==> config.mk <==
export PLATFORM = sky130hd
export DESIGN_NAME = fetch_stage
export DESIGN_NICKNAME = d
export VERILOG_FILES = /design/src/common/mips_pkg.sv /design/src/fetch/fetch_stage.sv
export SDC_FILE = /design/constraint.sdc
export NUM_CORES = 1
export LEC_CHECK = 0
export BUFFER_PORTS_ARGS = -buffer_cell sky130_fd_sc_hd__buf_2
export CORE_MARGIN = 2
export CORE_UTILIZATION = 30
export CTS_CLUSTER_SIZE = 30
export DETAILED_ROUTE_END_ITERATION = 7
export HOLD_SLACK_MARGIN = 0.02
export REMOVE_ABC_BUFFERS = 1
export SYNTH_ARGS = -nofsm -noshare
export SYNTH_HDL_FRONTEND = slang
export SYNTH_SLANG_ARGS = --single-unit
export TNS_END_PERCENT = 10
==> constraint.sdc <==
create_clock -name clk -period 2.3 [get_ports clk]
set_input_delay 0.345 -clock clk [delete_from_list [all_inputs] [get_ports clk]]
set_output_delay 0.345 -clock clk [all_outputs]
set_load 0.03 [all_outputs]
==> src/common/mips_pkg.sv <==
package mips_pkg;

    // ----------------------------------------
    // basic types
    // ----------------------------------------

    typedef logic [31:0] word_t;
    typedef logic [4:0]  reg_addr_t;

    // primary opcodes kept from the MIPS subset
    typedef enum logic [5:0] {
        OP_SPECIAL = 6'h00,
        OP_J       = 6'h02,
        OP_BEQ     = 6'h04,
        OP_BNE     = 6'h05,
        OP_ADDIU   = 6'h09,
        OP_LW      = 6'h23,
        OP_SW      = 6'h2b
    } opcode_e;

    // special functs
    typedef enum logic [5:0] {
        FN_ADDU = 6'h21,
        FN_SUBU = 6'h23,
        FN_AND  = 6'h24,
        FN_OR   = 6'h25,
        FN_SLT  = 6'h2a
    } funct_e;

    typedef enum logic [2:0] {
        ALU_ADD,
        ALU_SUB,
        ALU_AND,
        ALU_OR,
        ALU_SLT
    } alu_op_e;

    // debug tap register
    localparam reg_addr_t REG_LINK = 5'd28;

    // ----------------------------------------
    // pipeline payloads
    // ----------------------------------------

    // one register write, also used for forwarding
    typedef struct packed {
        logic      en;
        reg_addr_t addr;
        word_t     data;
    } rf_write_t;

    typedef struct packed {
        logic  valid;
        word_t pc4;
        word_t instr;
    } if_id_t;

    typedef struct packed {
        logic      valid;
        alu_op_e   alu_op;
        logic      b_is_imm;
        word_t     rs_data;
        word_t     rt_data;
        word_t     imm;
        reg_addr_t dest;
        logic      wr_en;
        logic      mem_rd;
        logic      mem_wr;
    } id_ex_t;

    typedef struct packed {
        word_t     alu_data;
        word_t     store_data;
        reg_addr_t dest;
        logic      wr_en;
        logic      mem_rd;
        logic      mem_wr;
    } ex_mem_t;

endpackage

==> src/fetch/fetch_stage.sv <==
`timescale 1ns/1ps

module fetch_stage #(
    parameter mips_pkg::word_t RESET_PC = 32'h0040_0000
) (
    input  logic             clk,
    input  logic             arst_n,
    input  logic             ena,
    input  logic             stall,
    input  logic             redirect,
    input  mips_pkg::word_t  target,
    input  mips_pkg::word_t  instr,
    output mips_pkg::word_t  pc,
    output mips_pkg::if_id_t if_id
);
    import mips_pkg::*;

    word_t pc4;

    assign pc4 = pc + 32'd4;

    // program counter, held on stall
    always_ff @(posedge clk or negedge arst_n) begin
        if (!arst_n) begin
            pc <= RESET_PC;
        end else if (ena && !stall) begin
            pc <= redirect ? target : pc4;
        end
    end

    // fetch/decode register
    // the word fetched behind a taken redirect is dropped here
    always_ff @(posedge clk or negedge arst_n) begin
        if (!arst_n) begin
            if_id <= '0;
        end else if (ena && !stall) begin
            if_id.valid <= !redirect;
            if_id.pc4   <= pc4;
            if_id.instr <= instr;
        end
    end

endmodule

==> metrics.md <==
| Metric | Value |
|---|---|
| Status | `complete, no violations` |
| Routability Congestion | `0.8030` |
| Post-CTS Setup Bufs | `0` |
| Mean post-synth cell area | `8.595 um2` |
| Async SR Flop Fraction | `100.0%` |
| Final Hold Fails | `0` |
| Gate power share | `30.5%` |
| Final Instance Count excl. Fillers | `959` |
| Setup_tns | `0 ns` |
| Via count | `4,728` |
| Critical path data required time | `2.57 ns` |
| Skew-Pair Late Insertion Delay | `0.35 ns` |
| Seq/Total Area, Yosys | `48.63%` |
| YS warnings | `0` |
| Core ar. | `0.01641 mm2` |
| Final WL | `14,800 um` |
| RSZ-0062 raised after global routing | `no` |
| Worst Hold Depth | `3` |
| Worst vdd ir | `0.0004145 V` |
| Relative slew slack | `67.48%` |
| Worst-Margin Slew | `0.4841 ns` |
| CP Launch Type | `register` |
| CTS max path bufs | `2` |
| Share of cells above drive strength 1 | `30.18%` |
| Cell Rows | `47` |
| Total power | `5293 uW` |
| Largest net degree at the start of global routing | `67` |
| LEAKAGE | `0.002989 uW` |
| Setup CP Type | `register to register` |
| First drt pass iteration count | `5` |
| Layout Nets | `804` |
| Tightest Hold Check Type | `input port to register` |
| Die Span X | `133.0 um` |
| Placed cells | `942` |
| Drc violations | `0` |
| Total grt overflow | `0` |
| Area of the die | `0.01769 mm2` |
| P_int | `3272 uW` |
| Fin crit period | `2.038 ns` |
| Diode count | `0` |
| Commonest cells after routing, fill and taps aside | `buf_2, nand2_1, dfrtp_1, o21ai_0, nand3_1` |
| First-pass GRT wire length | `23,500 um` |
| Post-Syn Area | `0.004994 mm2` |
| Critical-path maximum fanout | `8` |
| Fin Hold WS | `0.1790 ns` |
| R2R Path End | `if_id[58]` |
| Clock share of power | `27.7%` |
| Reg2Reg Setup Slack | `0.26 ns` |
| Post-DRT Antenna Nets | `0` |
| First DRT Iteration DRCs | `256` |
| I/O Pins | `166` |
| EDFF count, synth | `0` |
| Port buffer count | `165` |
| Period utilization | `88.62%` |
| Final Skew | `0.01364 ns` |
| TritonCTS clock tree | `done` |
| Synth cell types | `56` |
| Sw Share | `38.17%` |
| Area Overhead vs Synth | `28.44%` |
| H-tree depth | `3` |
| Worst R2R Start | `pc[22]` |
| Inserted Clock Buffers | `9` |
| Post-route setup slack | `0.2617 ns` |
| # setup viols final | `0` |
| Vias in the first global route | `4,384` |
| Share of power burned in registers | `41.7%` |
| Antenna violations before repair | `0` |
| Clk sink count | `97` |
| Worst Setup End Kind | `register` |
| Switching power total | `2020 uW` |
| Pins over their slew limit | `0` |
| Height of the die | `133.0 um` |
| Pre-CTS WS | `0.2931 ns` |
| Root Driver | `clkbuf_16` |
| Max-cap viol count | `0` |
| Clock transition at path regs | `0.07 ns` |
| Wire per inst | `15.43 um` |
| Cells after synthesis | `581` |
| Critical Path AT | `2.30 ns` |
| Seq cells post-synth | `97` |
| Initial Utilization | `30.44%` |
| Post-synth top flop | `dfrtp_1` |
| GR Util All Layers | `16.80%` |
| Pwr per Cell Area | `825.2 mW/mm2` |
| HP Start | `instr[11]` |
| Via-per-instance ratio | `4.930` |
| R2R cell count | `4` |
| Hold Crit Endpoint | `if_id[11]` |
| Top achievable clock speed | `490.6 MHz` |
| Commonest non-fill, non-tap cell in the layout | `buf_2` |
| HPWL Detailed | `10,410 um` |
synth_stat cells (2+ instances only):
library cell  instances  area, um2
or3_2                 2      15.01
nand4b_1              3      26.28
buf_1                 3      11.26
buf_4                 5      37.54
o21a_1                2      15.01
xor2_1                5      43.79
o211ai_1              9      67.56
xnor2_1              10      87.58
or4_1                 5      37.54
clkbuf_1             33      123.9
buf_6                 2      22.52
inv_1                 8      30.03
and4_1                6      52.55
nand4_1              21      131.4
nand2_1             137      514.2
nand3_1              31      155.2
or2_0                 2      12.51
a31oi_1              23      143.9
o2bb2ai_1             2      17.52
o21ai_0              40      200.2
a21oi_1              17      85.08
or3_1                 6      37.54
and3_1               12      75.07
dfrtp_1              96       2402
o311ai_0              5      43.79
nor3_1               18      90.09
o31ai_1               5      37.54
buf_2                 8      40.04
mux2i_1               2      20.02
nor2b_1               2      12.51
nor2_1               29      108.9
o22a_1                2      17.52
a211o_1               2      17.52
mux2_2                2      22.52
nor4_1                5      31.28
critical path, stage by stage, from the launching register on:
cell and delay (ns):
dfstp_2 0.60, nand4_2 0.15, or4_1 0.65, or3_1 0.39, a31oi_1 0.16
worst max-delay path by stage:
stage | to | startpoint | cells past startpoint | slack [ns]
6_report | if_id[58] | pc[22] | 4 | 0.26
5_1_grt | if_id[62] | pc[6] | 5 | 0.11
4_1_cts | if_id[58] | pc[22] | 4 | 0.27
3_5_place_dp | if_id[58] | pc[22] | 4 | 0.29
3_3_place_gp | if_id[58] | pc[22] | 4 | 0.32
2_1_floorplan | pc[14] | stall | 3 | -1.78
area by class of cell:
| class | count | area [um2] |
|---|---|---|
| Inverter | 8 | 30.03 |
| Clock inverter | 4 | 27.53 |
| Tap cell | 220 | 275.3 |
| Multi-Input combinational cell | 423 | 2302 |
| Sequential cell | 97 | 2429 |
| Clock buffer | 12 | 256.5 |
| Timing Repair Buffer | 195 | 1094 |
| Fill cell | 1682 | 9993 |
sequential cells by signal, summed over array words and instances (netlist names):
| signal | count |
|---|---|
| pc | 32 |
| if_id | 65 |
metal layers:
layer  vias up  wire length, um  GRT usage [%]
li1       2359                -              -
met1      2189             6974          22.99
met2       159             6716          26.66
met3        21              784          2.989
met4         0              319          6.213
met5         -                0              0
kinds of logic after synthesis:
| family | after synthesis | synth area share, % |
|---|---|---|
| buf+inv | 61 | 5.688 |
| compound gates | 115 | 14.31 |
| xor+xnor | 15 | 2.631 |
| mux | 4 | 0.8519 |
| flops | 97 | 48.63 |
| fa+ha+maj | 1 | 0.2505 |
| simple gates | 288 | 27.64 |
power groups by stage:
stage | clock (uW) | sequential, uW | combinational, uW
finish | 1470 | 2210 | 1620
global route | 1570 | 2260 | 1760
CTS | 1530 | 2210 | 1630
global placement | 0 | 2230 | 1620
floorplan | 0 | 2770 | 460
detailed placement | 0 | 2240 | 1630
timing repair:
| action | CTS | global route |
|---|---|---|
| endpoints found under the setup margin | 0 | 1 |
| endpoints found under the hold margin | 21 | 0 |
| hold buffers | 1 | 0 |
| gates resized for setup | 0 | 1 |
per-stage QoR:
step / cell area [um2] / util (%)
after floorplan: 4740 / -
after global placement: 6113 / 37.26
after detailed placement: 6113 / 37.26
after CTS: 6407 / 39.05
after global routing: 6414 / 39.09
final: 6414 / 39.09
Note: power is estimated with default switching activity, not from simulation.
