### src/common/mips_pkg.sv
package mips_pkg;

    // ----------------------------------------
    // basic types
    // ----------------------------------------

    typedef logic [31:0] word_t;
    typedef logic [4:0]  reg_addr_t;

    // primary opcodes kept from the MIPS subset
    typedef enum logic [5:0] {
        OP_SPECIAL = 6'h00,
        OP_J       = 6'h02,
        OP_BEQ     = 6'h04,
        OP_BNE     = 6'h05,
        OP_ADDIU   = 6'h09,
        OP_LW      = 6'h23,
        OP_SW      = 6'h2b
    } opcode_e;

    // special functs
    typedef enum logic [5:0] {
        FN_ADDU = 6'h21,
        FN_SUBU = 6'h23,
        FN_AND  = 6'h24,
        FN_OR   = 6'h25,
        FN_SLT  = 6'h2a
    } funct_e;

    typedef enum logic [2:0] {
        ALU_ADD,
        ALU_SUB,
        ALU_AND,
        ALU_OR,
        ALU_SLT
    } alu_op_e;

    // debug tap register
    localparam reg_addr_t REG_LINK = 5'd28;

    // ----------------------------------------
    // pipeline payloads
    // ----------------------------------------

    // one register write, also used for forwarding
    typedef struct packed {
        logic      en;
        reg_addr_t addr;
        word_t     data;
    } rf_write_t;

    typedef struct packed {
        logic  valid;
        word_t pc4;
        word_t instr;
    } if_id_t;

    typedef struct packed {
        logic      valid;
        alu_op_e   alu_op;
        logic      b_is_imm;
        word_t     rs_data;
        word_t     rt_data;
        word_t     imm;
        reg_addr_t dest;
        logic      wr_en;
        logic      mem_rd;
        logic      mem_wr;
    } id_ex_t;

    typedef struct packed {
        word_t     alu_data;
        word_t     store_data;
        reg_addr_t dest;
        logic      wr_en;
        logic      mem_rd;
        logic      mem_wr;
    } ex_mem_t;

endpackage

### src/execute/execute_stage.sv
`timescale 1ns/1ps

module execute_stage (
    input  logic                clk,
    input  logic                arst_n,
    input  logic                ena,
    input  mips_pkg::id_ex_t    id_ex,
    output mips_pkg::rf_write_t ex_fwd,
    output mips_pkg::ex_mem_t   ex_mem
);
    import mips_pkg::*;

    word_t b_operand;
    word_t alu_res;

    assign b_operand = id_ex.b_is_imm ? id_ex.imm : id_ex.rt_data;

    // add also serves as lw/sw address
    always_comb begin
        case (id_ex.alu_op)
            ALU_ADD: alu_res = id_ex.rs_data + b_operand;
            ALU_SUB: alu_res = id_ex.rs_data - b_operand;
            ALU_AND: alu_res = id_ex.rs_data & b_operand;
            ALU_OR:  alu_res = id_ex.rs_data | b_operand;
            ALU_SLT: alu_res = {31'd0, $signed(id_ex.rs_data) < $signed(b_operand)};
            default: alu_res = '0;
        endcase
    end

    // load data is not ready yet, so loads stay off this path
    assign ex_fwd = '{
        en:   id_ex.valid && id_ex.wr_en && !id_ex.mem_rd,
        addr: id_ex.dest,
        data: alu_res
    };

    always_ff @(posedge clk or negedge arst_n) begin
        if (!arst_n) begin
            ex_mem <= '0;
        end else if (ena) begin
            ex_mem.alu_data   <= alu_res;
            ex_mem.store_data <= id_ex.rt_data;
            ex_mem.dest       <= id_ex.dest;
            ex_mem.wr_en      <= id_ex.valid && id_ex.wr_en;
            ex_mem.mem_rd     <= id_ex.valid && id_ex.mem_rd;
            ex_mem.mem_wr     <= id_ex.valid && id_ex.mem_wr;
        end
    end

endmodule

### config.mk
export PLATFORM = sky130hd
export DESIGN_NAME = execute_stage
export DESIGN_NICKNAME = d
export VERILOG_FILES = /design/src/common/mips_pkg.sv /design/src/execute/execute_stage.sv
export SDC_FILE = /design/constraint.sdc
export NUM_CORES = 1
export LEC_CHECK = 0
export BUFFER_PORTS_ARGS = -buffer_cell sky130_fd_sc_hd__buf_2
export CAP_MARGIN = 20
export CORE_MARGIN = 2
export CORE_UTILIZATION = 25
export DETAILED_ROUTE_END_ITERATION = 16
export PLACE_DENSITY_LB_ADDON = 0.2
export SLEW_MARGIN = 5
export SYNTH_ARGS = -nofsm -noshare
export SYNTH_HDL_FRONTEND = slang
export SYNTH_SLANG_ARGS = --single-unit
export TNS_END_PERCENT = 20
### constraint.sdc
create_clock -name clk -period 4.5 [get_ports clk]
set_clock_uncertainty 0.2 [all_clocks]
set_input_delay 0 -clock clk [delete_from_list [all_inputs] [get_ports clk]]
set_output_delay 0 -clock clk [all_outputs]
set_load 0.1 [all_outputs]
==> flow_summary.yaml, run 1 <==
clock_tree:
  cts.path.max_buffers: 2
  cts-buffers-inserted: 9
  cts-root-buf: "clkbuf_16"
  clk_latency_ns: 0.37
  post_cts_buffers: 0
  clkTransAtPathRegs_ns: 0.06
  h-tree-depth: 3
  cts.sinks: 72
  cts_tree: "yes"
sta:
  period_minus_slack_ns: 4.124
  slew_viol_final: 0
  period_share: 0.9165
  setup_viol: 0
  totalNegativeSetupSlack_ns: 0
  max-slew-margin-rel: 0.3271
  hold_ws_ns: -0.04079
  tightest_slew_ns: 1.007
  fmax_mhz: 242.5
  rsz0062_at_grt: "no"
  finalHoldViolCount: 36
run_status:
  violations: "negative hold slack"
  status: "complete, but fails checks"
layout:
  largest_register_ff_count: 72
  nets: 1439
  syn_to_final_growth_pct: 30.41
  design_area_sq_um: 10630
  final_layout_size_suffix_gt1_frac: 0.2753
  largest-register: "ex_mem"
  final_cell_mix: "buf_2 (205), ha_1 (106), inv_1 (96), a21oi_1 (78), nor2_1 (76)"
  reg_top3: "ex_mem: 72 flops"
  final_common_cell: "buf_2"
global_routing:
  grt_max_degree: 73
  grt_usage: 0.1705
  grt_first_pass_wirelength_mm: 44.69
  grt_pass1_vias: 7902
  overflow: 0
  antenna_found_initial: 2
worst_hold_path:
  hold_class: "in2async"
floorplanning:
  die_width_um: 184.5
  die_area_sq_um: 34050
  pin_count: 222
  rows: 66
  start_util: 0.2523
  die_h_um: 184.5
  coreArea_sq_um: 32290
worst_setup_path:
  worstPathMaxFanout: 4
  path_cells: "dlygate4sd3_1 -> buf_2 -> mux2i_1 -> inv_1 -> fa_1 -> nor2_1 -> o311ai_1 -> a31oi_1 -> a22oi_1 -> a22oi_1 -> a221o_1 -> mux2i_1 -> xnor2_1 -> o21ai_0 -> buf_12"
  critPathSlowestCell: "dlygate4sd3_1"
  arrival_ns: 3.92
  start_kind: "primary input"
  critPathKind: "in2out"
  critPathTopFamily: "compound AO/OA/AOI/OAI gates"
  crit_path_max_incr_delay_ns: 0.53
  crit_required_ns: 4.30
  end_kind: "primary output"
  crit_buf_inv: 4
yosys:
  synth_edf_count: 0
  ys_warn_count: 0
  syn_inst: 987
  yosysSeqAreaShare: 0.2211
  ys_types: 77
  avgSynthCellArea_sq_um: 8.255
  yosys_register_bits: 72
  async_reset_ff_frac: 1.000
  synth_flop_cell: "dfrtp_1"
  syn_area_sq_um: 8148
  syn_nets: 1207
placement:
  dpl_cell_area_sq_um: 9819
  place.gp.congestion: 0.8842
  numPortBuffers: 221
  dp_hpwl_mm: 22.20
route:
  drc: 0
  firstDrtPassIters: 5
  via_per_inst: 4.791
  routed_wl_mm: 28.95
  vias: 7987
  drtIter0Drc: 418
  wire_per_inst_um: 17.36
  ant_nets: 0
pwr:
  powerDensity_nw_per_um2: 345.0
  peakVddDrop_uv: 230.5
  power.leakage_nw: 5.238
job:
  cap_violations: 0
-- stage by stage --
step                instances  setup slack, ns    util  total power (W)
floorplan                 987          -0.7071       -         0.002365
global placement         1604           0.1880  0.3041         0.002831
detailed placement       1604           0.1220  0.3041         0.002834
CTS                      1665           0.1218  0.3279         0.003707
global route             1667           0.1372  0.3291         0.003858
finish                   1667           0.3756  0.3291         0.003666
-- metal layers --
layer | global-route usage | up-vias | routed length [um]
li1 | - | 3951 | -
met5 | 0 | - | 13
met4 | 0.04544 | 2 | 427
met2 | 0.2770 | 219 | 13260
met1 | 0.2259 | 3789 | 13610
met3 | 0.03991 | 26 | 1638
-- what timing repair did --
item / CTS / global route
gates resized for setup: 0 / 5
endpoints found under the setup margin: 0 / 5
hold endpoints to repair: 113 / 0
hold buffers: 45 / 0
-- report_power, final --
group / switching [W] / internal, W / leakage (nW)
Clock: 0.000321 / 0.000490 / 0.159
Sequential: 0.0000371 / 0.000726 / 0.875
Combinational: 0.00154 / 0.000548 / 4.20
-- cells in the mapped netlist, drive strengths merged, types with 4 or more instances --
master	number	area share
o311ai	5	0.0054
a31oi	19	0.015
o21a	7	0.0066
xnor2	24	0.026
and3	6	0.0048
and4	4	0.0045
or3	4	0.0031
inv	96	0.044
o31ai	11	0.010
nand3	24	0.015
buf	17	0.016
mux2	57	0.079
ha	106	0.16
and2b	6	0.0063
nand4	6	0.0046
or4	4	0.0041
o2111ai	5	0.0054
a211oi	9	0.0083
nor2b	7	0.0054
a211o	4	0.0045
o22ai	5	0.0038
a21boi	5	0.0046
nand2b	9	0.0069
dfrtp	72	0.22
nand2	70	0.032
nor3	15	0.0098
o31a	5	0.0055
o21ai	57	0.035
o221ai	10	0.011
a21o	15	0.014
nor4	8	0.0061
a22oi	4	0.0037
xor2	4	0.0043
mux2i	42	0.052
clkbuf	43	0.023
o21bai	7	0.0064
a21oi	78	0.048
nor2	77	0.035
a221o	4	0.0049
-- area by class of cell --
class	instances	area (sq um)
antenna	1	2.502
clock buffer	14	284.0
clock inverter	2	35.03
fill	3475	21660
inverter	96	360.3
multi-input combinational	758	5684
sequential	72	1802
tap	442	553.0
timing repair buffer	282	1904
-- path summary, 6_finish.rpt --
path,start,endpoint,slack [ns],cells past startpoint
setup / recovery,id_ex[41],ex_fwd[28],0.38,15
hold / removal,arst_n,ex_mem[30],-0.04,2
setup reg to reg,ex_mem[71],ex_mem[71],3.22,2
hold reg to reg,ex_mem[63],ex_mem[63],0.30,1
max in group asynchronous,arst_n,ex_mem[48],3.53,3
min in group clk,id_ex[96],ex_mem[64],0.03,4
-- cells by family after synthesis --
logic type / Yosys count / synth area share
compound gates: 266 / 0.2108
simple gates: 257 / 0.1553
buf+inv: 157 / 0.08461
fa+ha+maj: 108 / 0.1677
mux: 99 / 0.1304
flops: 72 / 0.2211
xor+xnor: 28 / 0.03010
(Power assumes the default switching activity.)
==> run 2: changes to the inputs <==
--- a/config.mk
+++ b/config.mk
@@ -11,6 +11,7 @@
 export CORE_UTILIZATION = 25
 export DETAILED_ROUTE_END_ITERATION = 16
 export PLACE_DENSITY_LB_ADDON = 0.2
+export REMOVE_ABC_BUFFERS = 1
 export SLEW_MARGIN = 5
 export SYNTH_ARGS = -nofsm -noshare
 export SYNTH_HDL_FRONTEND = slang
==> run 2 against run 1 <==
Compared with the run above: the flow now finishes without violations; combinational power about the same; cell area up 0.49%; critical endpoint is now ex_fwd[21]; flip-flop and latch count unchanged; largest cell class unchanged.
==> flow_summary.yaml, run 2 (synthesis results as in run 1) <==
floorplanning:
  start_util: 0.2523
  die_h_um: 184.5
  die_area_sq_um: 34050
  rows: 66
  pin_count: 222
  coreArea_sq_um: 32290
  die_width_um: 184.5
layout:
  fin_util: 0.3307
  seq_area_sq_um: 1802
  multi_input_area_sq_um: 5674
  final_layout_size_suffix_gt1_frac: 0.2706
  final_common_cell: "buf_2"
  nets: 1439
  fill_cells: 3478
  design_area_sq_um: 10680
  largest_register_ff_count: 72
  final_cell_mix: "buf_2 (203), ha_1 (106), inv_1 (96), a21oi_1 (78), nor2_1 (77)"
  largest-register: "ex_mem"
  final_cells: 1667
  reg_top3: "ex_mem: 72 flops"
  syn_to_final_growth_pct: 31.05
pwr:
  peakVddDrop_uv: 222.3
  power.leakage_nw: 5.252
  powerDensity_nw_per_um2: 349.8
route:
  dr_wl_met3_mm: 1.562
  wl_met2_mm: 13.70
  drtIter0Drc: 479
  wire_per_inst_um: 17.49
  vias: 8010
  drc: 0
  drt-met1-wl_mm: 13.38
  via_per_inst: 4.805
  routed_wl_mm: 29.15
  routed.top_layer: "met5"
  firstDrtPassIters: 5
  ant_nets: 0
placement:
  dp.cells: 1603
  dpl_cell_area_sq_um: 9841
  place.gp.congestion: 0.8594
  numPortBuffers: 221
  dp_hpwl_mm: 22.41
worst_setup_path:
  critPathKind: "in2out"
  end_kind: "primary output"
  start_kind: "primary input"
  crit_required_ns: 4.30
  worstPathMaxFanout: 4
  arrival_ns: 4.09
clock_tree:
  post_cts_buffers: 0
  cts-buffers-inserted: 9
  clk_latency_ns: 0.37
  cts_tree: "yes"
  cts.path.max_buffers: 2
  clkTransAtPathRegs_ns: 0.06
  cts-root-buf: "clkbuf_16"
  cts.sinks: 72
  h-tree-depth: 3
sta:
  slew_viol_final: 0
  rsz0062_at_grt: "yes"
  period_minus_slack_ns: 4.292
  tightest_slew_ns: 1.063
  fmax_mhz: 233.0
  period_share: 0.9537
  max-slew-margin-rel: 0.2898
  finalHoldViolCount: 0
  hold_ws_ns: 0.01000
  totalNegativeSetupSlack_ns: 0
  setup_viol: 0
global_routing:
  antenna_found_initial: 4
  grt_pass1_vias: 7653
  grt_first_pass_wirelength_mm: 44.03
  overflow: 0
  grt_max_degree: 61
  grt_usage: 0.1703
job:
  cap_violations: 0
run_status:
  status: "complete, no violations"
worst_hold_path:
  hold_class: "in2reg"
## run 2: what timing repair did
| item | 4_1_cts | 5_1_grt |
|---|---|---|
| setup endpoints to repair | 0 | 2 |
| resized for setup | 0 | 3 |
| hold buffers | 47 | 0 |
| hold endpoints to repair | 73 | 0 |
## run 2: final timing paths
check | from | slack (ns) | cells after the start | endpoint
min in group asynchronous | arst_n | 0.52 | 4 | ex_mem[46]
max reg2reg | ex_mem[71] | 3.21 | 2 | ex_mem[71]
min reg2reg | ex_mem[23] | 0.30 | 1 | ex_mem[23]
max | id_ex[41] | 0.21 | 14 | ex_fwd[21]
min | id_ex[107] | 0.01 | 3 | ex_mem[49]
max in group asynchronous | arst_n | 3.02 | 4 | ex_mem[13]
## run 2: area by class of cell
| type | count | area share |
|---|---|---|
| inverter | 96 | 0.03375 |
| tap | 442 | 0.05179 |
| multi-input combinational | 758 | 0.5314 |
| sequential | 72 | 0.1687 |
| timing repair buffer | 282 | 0.1826 |
| clock buffer | 9 | 0.02109 |
| antenna | 2 | 0.0004687 |
| clock inverter | 6 | 0.01019 |
## run 2: worst max-delay path, cell delays in order
cell	delay, ns
dlygate4sd3_1	0.53
buf_2	0.12
mux2i_1	0.39
ha_1	0.35
o21ba_2	0.23
nor4_1	0.47
o21a_2	0.27
nor2_1	0.08
o311ai_0	0.58
a211oi_1	0.16
a21oi_1	0.30
xnor2_1	0.19
a21o_1	0.22
buf_12	0.19
## run 2: through the flow
step / total power [W] / setup WS, ns
floorplan: 0.002289 / -0.3097
detailed placement: 0.002841 / 0.2829
finish: 0.003735 / 0.2082
CTS: 0.003776 / 0.04289
global route: 0.003932 / -0.04676
global placement: 0.002836 / 0.3629
## run 2: report_power, final
group,leakage (nW),internal [W],switching (W)
clock network,0.165,0.000537,0.000331
logic,4.21,0.000557,0.00155
registers,0.875,0.000726,0.0000354
total,5.25,0.00182,0.00191
## run 2: layer usage
| metal | vias up | GRT usage |
|---|---|---|
| met5 | - | 0 |
| li1 | 3967 | - |
| met1 | 3810 | 0.2229 |
| met4 | 4 | 0.05184 |
| met3 | 29 | 0.04228 |
| met2 | 200 | 0.2752 |
