File: config.mk
export PLATFORM = sky130hd
export DESIGN_NAME = decode_stage
export DESIGN_NICKNAME = d
export VERILOG_FILES = /design/src/common/mips_pkg.sv /design/src/decode/reg_file.sv /design/src/decode/decode_stage.sv
export SDC_FILE = /design/constraint.sdc
export NUM_CORES = 2
export LEC_CHECK = 0
export BUFFER_PORTS_ARGS = -buffer_cell sky130_fd_sc_hd__buf_4
export CAP_MARGIN = 20
export CORE_MARGIN = 4
export CORE_UTILIZATION = 56
export CTS_CLUSTER_DIAMETER = 200
export CTS_CLUSTER_SIZE = 12
export DETAILED_ROUTE_END_ITERATION = 12
export GPL_ROUTABILITY_DRIVEN = 0
export PLACE_DENSITY = 0.77
export REMOVE_ABC_BUFFERS = 1
export SYNTH_ARGS = -nofsm -noshare
export SYNTH_HDL_FRONTEND = slang
export SYNTH_HIERARCHICAL = 1
export SYNTH_SLANG_ARGS = --single-unit
File: constraint.sdc
create_clock -name clk -period 3.31 [get_ports clk]
set_clock_uncertainty 0.2 [all_clocks]
set_input_delay 0.1655 -clock clk [delete_from_list [all_inputs] [get_ports clk]]
set_output_delay 0.1655 -clock clk [all_outputs]
set_load 0.01 [all_outputs]
File: src/common/mips_pkg.sv
package mips_pkg;

    // ----------------------------------------
    // basic types
    // ----------------------------------------

    typedef logic [31:0] word_t;
    typedef logic [4:0]  reg_addr_t;

    // primary opcodes kept from the MIPS subset
    typedef enum logic [5:0] {
        OP_SPECIAL = 6'h00,
        OP_J       = 6'h02,
        OP_BEQ     = 6'h04,
        OP_BNE     = 6'h05,
        OP_ADDIU   = 6'h09,
        OP_LW      = 6'h23,
        OP_SW      = 6'h2b
    } opcode_e;

    // special functs
    typedef enum logic [5:0] {
        FN_ADDU = 6'h21,
        FN_SUBU = 6'h23,
        FN_AND  = 6'h24,
        FN_OR   = 6'h25,
        FN_SLT  = 6'h2a
    } funct_e;

    typedef enum logic [2:0] {
        ALU_ADD,
        ALU_SUB,
        ALU_AND,
        ALU_OR,
        ALU_SLT
    } alu_op_e;

    // debug tap register
    localparam reg_addr_t REG_LINK = 5'd28;

    // ----------------------------------------
    // pipeline payloads
    // ----------------------------------------

    // one register write, also used for forwarding
    typedef struct packed {
        logic      en;
        reg_addr_t addr;
        word_t     data;
    } rf_write_t;

    typedef struct packed {
        logic  valid;
        word_t pc4;
        word_t instr;
    } if_id_t;

    typedef struct packed {
        logic      valid;
        alu_op_e   alu_op;
        logic      b_is_imm;
        word_t     rs_data;
        word_t     rt_data;
        word_t     imm;
        reg_addr_t dest;
        logic      wr_en;
        logic      mem_rd;
        logic      mem_wr;
    } id_ex_t;

    typedef struct packed {
        word_t     alu_data;
        word_t     store_data;
        reg_addr_t dest;
        logic      wr_en;
        logic      mem_rd;
        logic      mem_wr;
    } ex_mem_t;

endpackage

File: src/decode/reg_file.sv
`timescale 1ns/1ps

module reg_file (
    input  logic                clk,
    input  logic                arst_n,
    input  mips_pkg::rf_write_t wb,
    input  mips_pkg::reg_addr_t rs_addr,
    input  mips_pkg::reg_addr_t rt_addr,
    output mips_pkg::word_t     rs_data,
    output mips_pkg::word_t     rt_data,
    output mips_pkg::word_t     reg28
);
    import mips_pkg::*;

    word_t regs [32];

    always_ff @(posedge clk or negedge arst_n) begin
        if (!arst_n) begin
            for (int i = 0; i < 32; i++) begin
                regs[i] <= '0;
            end
        end else if (wb.en && wb.addr != '0) begin
            regs[wb.addr] <= wb.data;
        end
    end

    // $0 is hardwired, a write in flight is seen at once
    assign rs_data = (rs_addr == '0) ? '0 :
                     (wb.en && wb.addr == rs_addr) ? wb.data : regs[rs_addr];
    assign rt_data = (rt_addr == '0) ? '0 :
                     (wb.en && wb.addr == rt_addr) ? wb.data : regs[rt_addr];

    assign reg28 = regs[REG_LINK];

endmodule

File: src/decode/decode_stage.sv
`timescale 1ns/1ps

module decode_stage (
    input  logic                clk,
    input  logic                arst_n,
    input  logic                ena,
    input  mips_pkg::if_id_t    if_id,
    input  mips_pkg::rf_write_t ex_fwd,
    input  mips_pkg::rf_write_t mem_fwd,
    input  mips_pkg::rf_write_t wb,
    output logic                stall,
    output logic                redirect,
    output mips_pkg::word_t     target,
    output mips_pkg::id_ex_t    id_ex,
    output mips_pkg::word_t     reg28
);
    import mips_pkg::*;

    opcode_e   op;
    funct_e    fn;
    reg_addr_t rs_addr;
    reg_addr_t rt_addr;
    reg_addr_t rd_addr;
    reg_addr_t dest;
    word_t     imm;
    word_t     rf_rs;
    word_t     rf_rt;
    word_t     rs_val;
    word_t     rt_val;
    alu_op_e   alu_op;
    logic      b_is_imm;
    logic      wr_req;
    logic      mem_rd;
    logic      mem_wr;
    logic      use_rs;
    logic      use_rt;
    logic      is_beq;
    logic      is_bne;
    logic      is_j;
    logic      load_use;
    logic      taken;

    // youngest producer wins
    function automatic word_t pick_operand(input reg_addr_t addr, input word_t rf_val,
                                           input rf_write_t ex_w, input rf_write_t mem_w);
        if (ex_w.en && ex_w.addr == addr)
            return ex_w.data;
        if (mem_w.en && mem_w.addr == addr)
            return mem_w.data;
        return rf_val;
    endfunction

    reg_file reg_file_i (
        .clk(clk),
        .arst_n(arst_n),
        .wb(wb),
        .rs_addr(rs_addr),
        .rt_addr(rt_addr),
        .rs_data(rf_rs),
        .rt_data(rf_rt),
        .reg28(reg28)
    );

    assign op      = opcode_e'(if_id.instr[31:26]);
    assign fn      = funct_e'(if_id.instr[5:0]);
    assign rs_addr = if_id.instr[25:21];
    assign rt_addr = if_id.instr[20:16];
    assign rd_addr = if_id.instr[15:11];
    assign imm     = {{16{if_id.instr[15]}}, if_id.instr[15:0]};

    // ----------------------------------------
    // instruction decode
    // ----------------------------------------
    always_comb begin
        alu_op   = ALU_ADD;
        b_is_imm = 1'b0;
        dest     = rd_addr;
        wr_req   = 1'b0;
        mem_rd   = 1'b0;
        mem_wr   = 1'b0;
        use_rs   = 1'b0;
        use_rt   = 1'b0;
        is_beq   = 1'b0;
        is_bne   = 1'b0;
        is_j     = 1'b0;
        case (op)
            OP_SPECIAL: begin
                use_rs = 1'b1;
                use_rt = 1'b1;
                wr_req = 1'b1;
                case (fn)
                    FN_ADDU: alu_op = ALU_ADD;
                    FN_SUBU: alu_op = ALU_SUB;
                    FN_AND:  alu_op = ALU_AND;
                    FN_OR:   alu_op = ALU_OR;
                    FN_SLT:  alu_op = ALU_SLT;
                    default: begin
                        // unknown funct retires as a nop
                        use_rs = 1'b0;
                        use_rt = 1'b0;
                        wr_req = 1'b0;
                    end
                endcase
            end
            OP_ADDIU, OP_LW: begin
                use_rs   = 1'b1;
                b_is_imm = 1'b1;
                dest     = rt_addr;
                wr_req   = 1'b1;
                mem_rd   = (op == OP_LW);
            end
            OP_SW: begin
                use_rs   = 1'b1;
                use_rt   = 1'b1;
                b_is_imm = 1'b1;
                mem_wr   = 1'b1;
            end
            OP_BEQ, OP_BNE: begin
                use_rs = 1'b1;
                use_rt = 1'b1;
                is_beq = (op == OP_BEQ);
                is_bne = (op == OP_BNE);
            end
            OP_J:    is_j = 1'b1;
            default: ;
        endcase
    end

    // ----------------------------------------
    // operands, hazard and branch
    // ----------------------------------------
    assign rs_val = pick_operand(rs_addr, rf_rs, ex_fwd, mem_fwd);
    assign rt_val = pick_operand(rt_addr, rf_rt, ex_fwd, mem_fwd);

    // load in execute whose result is needed now
    assign load_use = id_ex.valid && id_ex.mem_rd && id_ex.wr_en &&
                      ((use_rs && id_ex.dest == rs_addr) || (use_rt && id_ex.dest == rt_addr));
    assign stall    = if_id.valid && load_use;

    assign taken    = (is_beq && rs_val == rt_val) || (is_bne && rs_val != rt_val) || is_j;
    assign redirect = if_id.valid && !stall && taken;
    assign target   = is_j ? {if_id.pc4[31:28], if_id.instr[25:0], 2'b00}
                           : if_id.pc4 + {imm[29:0], 2'b00};

    // decode/execute register, bubble while stalled
    always_ff @(posedge clk or negedge arst_n) begin
        if (!arst_n) begin
            id_ex <= '0;
        end else if (ena) begin
            id_ex <= '{
                valid:    if_id.valid && !stall,
                alu_op:   alu_op,
                b_is_imm: b_is_imm,
                rs_data:  rs_val,
                rt_data:  rt_val,
                imm:      imm,
                dest:     dest,
                wr_en:    wr_req && (dest != '0),
                mem_rd:   mem_rd,
                mem_wr:   mem_wr
            };
        end
    end

endmodule

==> flow_summary.html <==
<table>
<tr><th>Metric</th><th>Value</th></tr>
<tr><th colspan="2">Status</th></tr>
<tr><td>Failing checks</td><td>negative setup slack</td></tr>
<tr><td>Result of the run</td><td>finished with violations</td></tr>
<tr><th colspan="2">Timing</th></tr>
<tr><td>Ratio of final minimum period to clock period</td><td>1.505</td></tr>
<tr><td>Actual transition at the worst max-transition pin</td><td>1104 ps</td></tr>
<tr><td>Final critical delay including setup and external delays</td><td>4980 ps</td></tr>
<tr><td>Final Max Tran Viols</td><td>0</td></tr>
<tr><td>RSZ-0062 raised after global routing</td><td>yes</td></tr>
<tr><td>Fin worst setup slack</td><td>-1670 ps</td></tr>
<tr><td>Accumulated negative setup slack</td><td>-5311 ps</td></tr>
<tr><td>Achievable Freq</td><td>200.8 MHz</td></tr>
<tr><td>Final hold slack</td><td>33.89 ps</td></tr>
<tr><td>Slew headroom</td><td>0.2613</td></tr>
<tr><td>Final Hold Viols</td><td>0</td></tr>
<tr><td>Final setup violation count</td><td>11</td></tr>
<tr><th colspan="2">Synthesis</th></tr>
<tr><td>Seq cells post-synth</td><td>1,117</td></tr>
<tr><td>Post-synth EDFFs</td><td>0</td></tr>
<tr><td>Top_reg_cell synth</td><td>sky130_fd_sc_hd__dfrtp_1</td></tr>
<tr><td>Sequential fraction of the synthesis area</td><td>0.4419</td></tr>
<tr><td>Leading cell types by total area after synthesis</td><td>sky130_fd_sc_hd__dfrtp_1, sky130_fd_sc_hd__mux2_2, sky130_fd_sc_hd__mux4_2</td></tr>
<tr><td>Cells after Synth</td><td>4,776</td></tr>
<tr><td>Fraction of synthesis flops using an asynchronous set or reset pin</td><td>1.000</td></tr>
<tr><td>Unique masters post-synth</td><td>83</td></tr>
<tr><td>Synthesized area</td><td>63,250 um^2</td></tr>
<tr><td>Fraction of synthesized cell area taken by the top area cell type</td><td>0.4419</td></tr>
<tr><td>Post-synthesis cell type with the largest combined area</td><td>sky130_fd_sc_hd__dfrtp_1</td></tr>
<tr><td>Yosys warnings</td><td>6</td></tr>
<tr><td>Synthesized area divided by synthesized cell count</td><td>13.24 um^2</td></tr>
<tr><th colspan="2">Clock network</th></tr>
<tr><td>CTS root buf</td><td>sky130_fd_sc_hd__clkbuf_16</td></tr>
<tr><td>CTS Buf Count</td><td>103</td></tr>
<tr><td>Clock tree from TritonCTS</td><td>built</td></tr>
<tr><td>Number of clock sinks</td><td>1,117</td></tr>
<tr><td>Reg clk slew, reported paths</td><td>60 ps</td></tr>
<tr><td>Clock Latency Late Sink</td><td>710 ps</td></tr>
<tr><td>Number of buffers between clock root and the deepest sink</td><td>3</td></tr>
<tr><td>CTS H-Tree Depth</td><td>3</td></tr>
<tr><th colspan="2">Routing</th></tr>
<tr><td>Pre-antenna DRT Iters</td><td>8</td></tr>
<tr><td>Final routed wire length divided by cell count</td><td>33.36 um</td></tr>
<tr><td>Starting DRC count in detailed routing</td><td>6,466</td></tr>
<tr><td>Vias</td><td>51.16k</td></tr>
<tr><td>Total Routed Length</td><td>239,400 um</td></tr>
<tr><td>Antenna Violating Nets Remaining</td><td>0</td></tr>
<tr><td>DRC violations left</td><td>0</td></tr>
<tr><td>Avg Vias per Cell</td><td>7.127</td></tr>
<tr><th colspan="2">Min path</th></tr>
<tr><td>Tightest Hold Check Type</td><td>in2reg</td></tr>
<tr><th colspan="2">GRT</th></tr>
<tr><td>Largest net degree at the start of global routing</td><td>106</td></tr>
<tr><td>Vias in the first global route</td><td>51.65k</td></tr>
<tr><td>Total global routing track utilization</td><td>0.3985</td></tr>
<tr><td>Global-route wire length before repair</td><td>343,800 um</td></tr>
<tr><td>Remaining global-route overflow</td><td>0</td></tr>
<tr><td>Initial antenna violation count</td><td>22</td></tr>
<tr><th colspan="2">Cells and area</th></tr>
<tr><td>Share of layout cells above drive strength 1</td><td>0.5360</td></tr>
<tr><td>Filler instances</td><td>7,621</td></tr>
<tr><td>Area of combinational cells with multiple inputs</td><td>33,270 um^2</td></tr>
<tr><td>Commonest cells after routing, fill and taps aside</td><td>sky130_fd_sc_hd__buf_4, sky130_fd_sc_hd__mux2_2, sky130_fd_sc_hd__dfrtp_1</td></tr>
<tr><td>Growth of design area from synthesis to finish</td><td>22.36%</td></tr>
<tr><td>Register cell area after layout</td><td>27,950 um^2</td></tr>
<tr><td>Final standard cell utilization of the core</td><td>0.6889</td></tr>
<tr><td>Final net count</td><td>5,868</td></tr>
<tr><td>Most common library cell in the layout ignoring fill and taps</td><td>sky130_fd_sc_hd__buf_4</td></tr>
<tr><td>Design Area, Final</td><td>77,390 um^2</td></tr>
<tr><th colspan="2">Placed design</th></tr>
<tr><td>Total of buffers placed on input and output ports</td><td>356</td></tr>
<tr><td>Pre-CTS setup slack</td><td>-1998 ps</td></tr>
<tr><td>Placed cell areas</td><td>73,040 um^2</td></tr>
<tr><td>Dpl hpwl</td><td>160,900 um</td></tr>
<tr><th colspan="2">Job</th></tr>
<tr><td>Number of maximum-capacitance constraint violations</td><td>0</td></tr>
<tr><th colspan="2">Power and ir drop</th></tr>
<tr><td>Power Internal</td><td>28.73 mW</td></tr>
<tr><td>Leak pwr</td><td>34.56 nW</td></tr>
<tr><td>Peak supply drop</td><td>0.0004681 V</td></tr>
<tr><td>Power density over the cells</td><td>531.9 nW/um^2</td></tr>
<tr><td>Clock group share of total power</td><td>0.260</td></tr>
<tr><td>Switching share of total power</td><td>0.3020</td></tr>
<tr><td>Sequential share of power</td><td>0.442</td></tr>
<tr><td>Switching Power</td><td>12.43 mW</td></tr>
<tr><td>Share of total power in combinational logic</td><td>0.297</td></tr>
<tr><th colspan="2">Floorplanning</th></tr>
<tr><td>Number of ports placed on the die boundary</td><td>357</td></tr>
<tr><td>Core Rows</td><td>123</td></tr>
<tr><td>Core area</td><td>112,300 um^2</td></tr>
<tr><td>Die W</td><td>344.1 um</td></tr>
<tr><td>Initial core utilization</td><td>0.5630</td></tr>
<tr><td>Vertical extent of the die</td><td>344.1 um</td></tr>
<tr><td>Area of the die</td><td>118,400 um^2</td></tr>
<tr><th colspan="2">Setup path</th></tr>
<tr><td>WP data required</td><td>2940 ps</td></tr>
<tr><td>Arrival time reported for the critical path endpoint</td><td>4610 ps</td></tr>
<tr><td>Worst Setup End Kind</td><td>output pin</td></tr>
<tr><td>Critical Setup Path Class</td><td>reg2out</td></tr>
<tr><td>Critical Path Source Type</td><td>flop</td></tr>
<tr><td>Worst Path Max Fanout</td><td>2</td></tr>
</table>
## flip-flops by register name, summed over array words and instances (netlist names)
name,flops
id_ex,93
reg_file_i/reg28,32
reg_file_i/regs,992
## kinds of logic after synthesis
kind of cell    Yosys count  synth area share
compound gates          656           0.07029
buf+inv                 582           0.04214
mux                    1705            0.3790
fa+ha+maj                30          0.006053
xor+xnor                 94           0.01302
simple gates            592           0.04758
flops                  1117            0.4419
## per-layer routing
layer  vias up  part of all wire  track usage
li1      19960                 -            -
met1     25840              0.35       0.4964
met2      4196              0.42       0.5634
met3      1137              0.15       0.1817
met4        22             0.080       0.2546
met5         -            0.0020     0.007761
## power groups by stage
stage | registers (mW) | clock network (mW) | logic, mW
finish | 18.2 | 10.7 | 12.2
detailed placement | 18.3 | 0 | 11.5
global placement | 18.1 | 0 | 11.1
CTS | 18.1 | 10.8 | 11.9
global route | 18.4 | 11.3 | 12.8
floorplan | 17.8 | 0 | 6.12
## area by class of cell
type / count / area share
diodes: 16 / 0.0005174
clock buffers: 107 / 0.03432
clock inverters: 4 / 0.0005820
inverters: 27 / 0.001342
multi-input cells: 3077 / 0.4299
flip-flops and latches: 1117 / 0.3612
well taps: 1500 / 0.02425
repair buffers: 1330 / 0.1479
## Yosys cell counts, types with 74 or more instances
cell                       instances
sky130_fd_sc_hd__a21oi_1          81
sky130_fd_sc_hd__a31oi_1          79
sky130_fd_sc_hd__buf_2            74
sky130_fd_sc_hd__buf_4            78
sky130_fd_sc_hd__clkbuf_1        329
sky130_fd_sc_hd__dfrtp_1        1117
sky130_fd_sc_hd__mux2_2         1119
sky130_fd_sc_hd__mux2i_1         146
sky130_fd_sc_hd__mux4_2          440
sky130_fd_sc_hd__nand2_1         159
sky130_fd_sc_hd__nor2_1           94
sky130_fd_sc_hd__nor3_1           98
sky130_fd_sc_hd__o21ai_0         142
## path summary, 6_finish.rpt
check / start / end / slack (ps) / cells past startpoint
hold reg to reg: reg_file_i/regs[1003]$_DFFE_PN0P_ / reg_file_i/regs[1003]$_DFFE_PN0P_ / 200 / 0
min in group asynchronous: arst_n / reg_file_i/reg28[25]$_DFFE_PN0P_ / 200 / 3
setup reg to reg: reg_file_i/regs[273]$_DFFE_PN0P_ / id_ex[57]$_DFFE_PN0P_ / 50 / 10
max in group asynchronous: arst_n / reg_file_i/regs[66]$_DFFE_PN0P_ / 2020 / 3
setup / recovery: reg_file_i/regs[522]$_DFFE_PN0P_ / redirect / -1670 / 16
hold / removal: ex_fwd[0] / id_ex[40]$_DFFE_PN0P_ / 30 / 5
## repair_timing
item                                    in CTS  in global routing
gates resized for setup                     46                 39
endpoints found under the setup margin       2                 19
hold buffers                               104                  2
buffers inserted                            13                  2
hold endpoints to repair                  1930                  4
pin swaps                                   21                 15
## stage by stage
| step | std cells | power, mW |
|---|---|---|
| floorplan | 4221 | 23.93 |
| global placement | 6932 | 29.20 |
| detailed placement | 6932 | 29.78 |
| CTS | 7158 | 40.72 |
| global route | 7167 | 42.47 |
| finish | 7178 | 41.16 |
## worst max-delay path, stage by stage, from the launching register on
cell and delay [ps]:
sky130_fd_sc_hd__dfrtp_1 390, sky130_fd_sc_hd__mux4_2 460, sky130_fd_sc_hd__and2_1 190, sky130_fd_sc_hd__a211oi_4 260
sky130_fd_sc_hd__nor4b_2 90, sky130_fd_sc_hd__buf_4 140, sky130_fd_sc_hd__a221o_1 290, sky130_fd_sc_hd__o21ai_2 110
sky130_fd_sc_hd__a31oi_4 160, sky130_fd_sc_hd__xor2_4 240, sky130_fd_sc_hd__nor4_4 550, sky130_fd_sc_hd__nand4_1 190
sky130_fd_sc_hd__nor2_2 220, sky130_fd_sc_hd__buf_6 140, sky130_fd_sc_hd__mux2i_1 210, sky130_fd_sc_hd__o21ai_2 90
sky130_fd_sc_hd__buf_4 170
No activity file was read; power rests on OpenSTA's default activity.
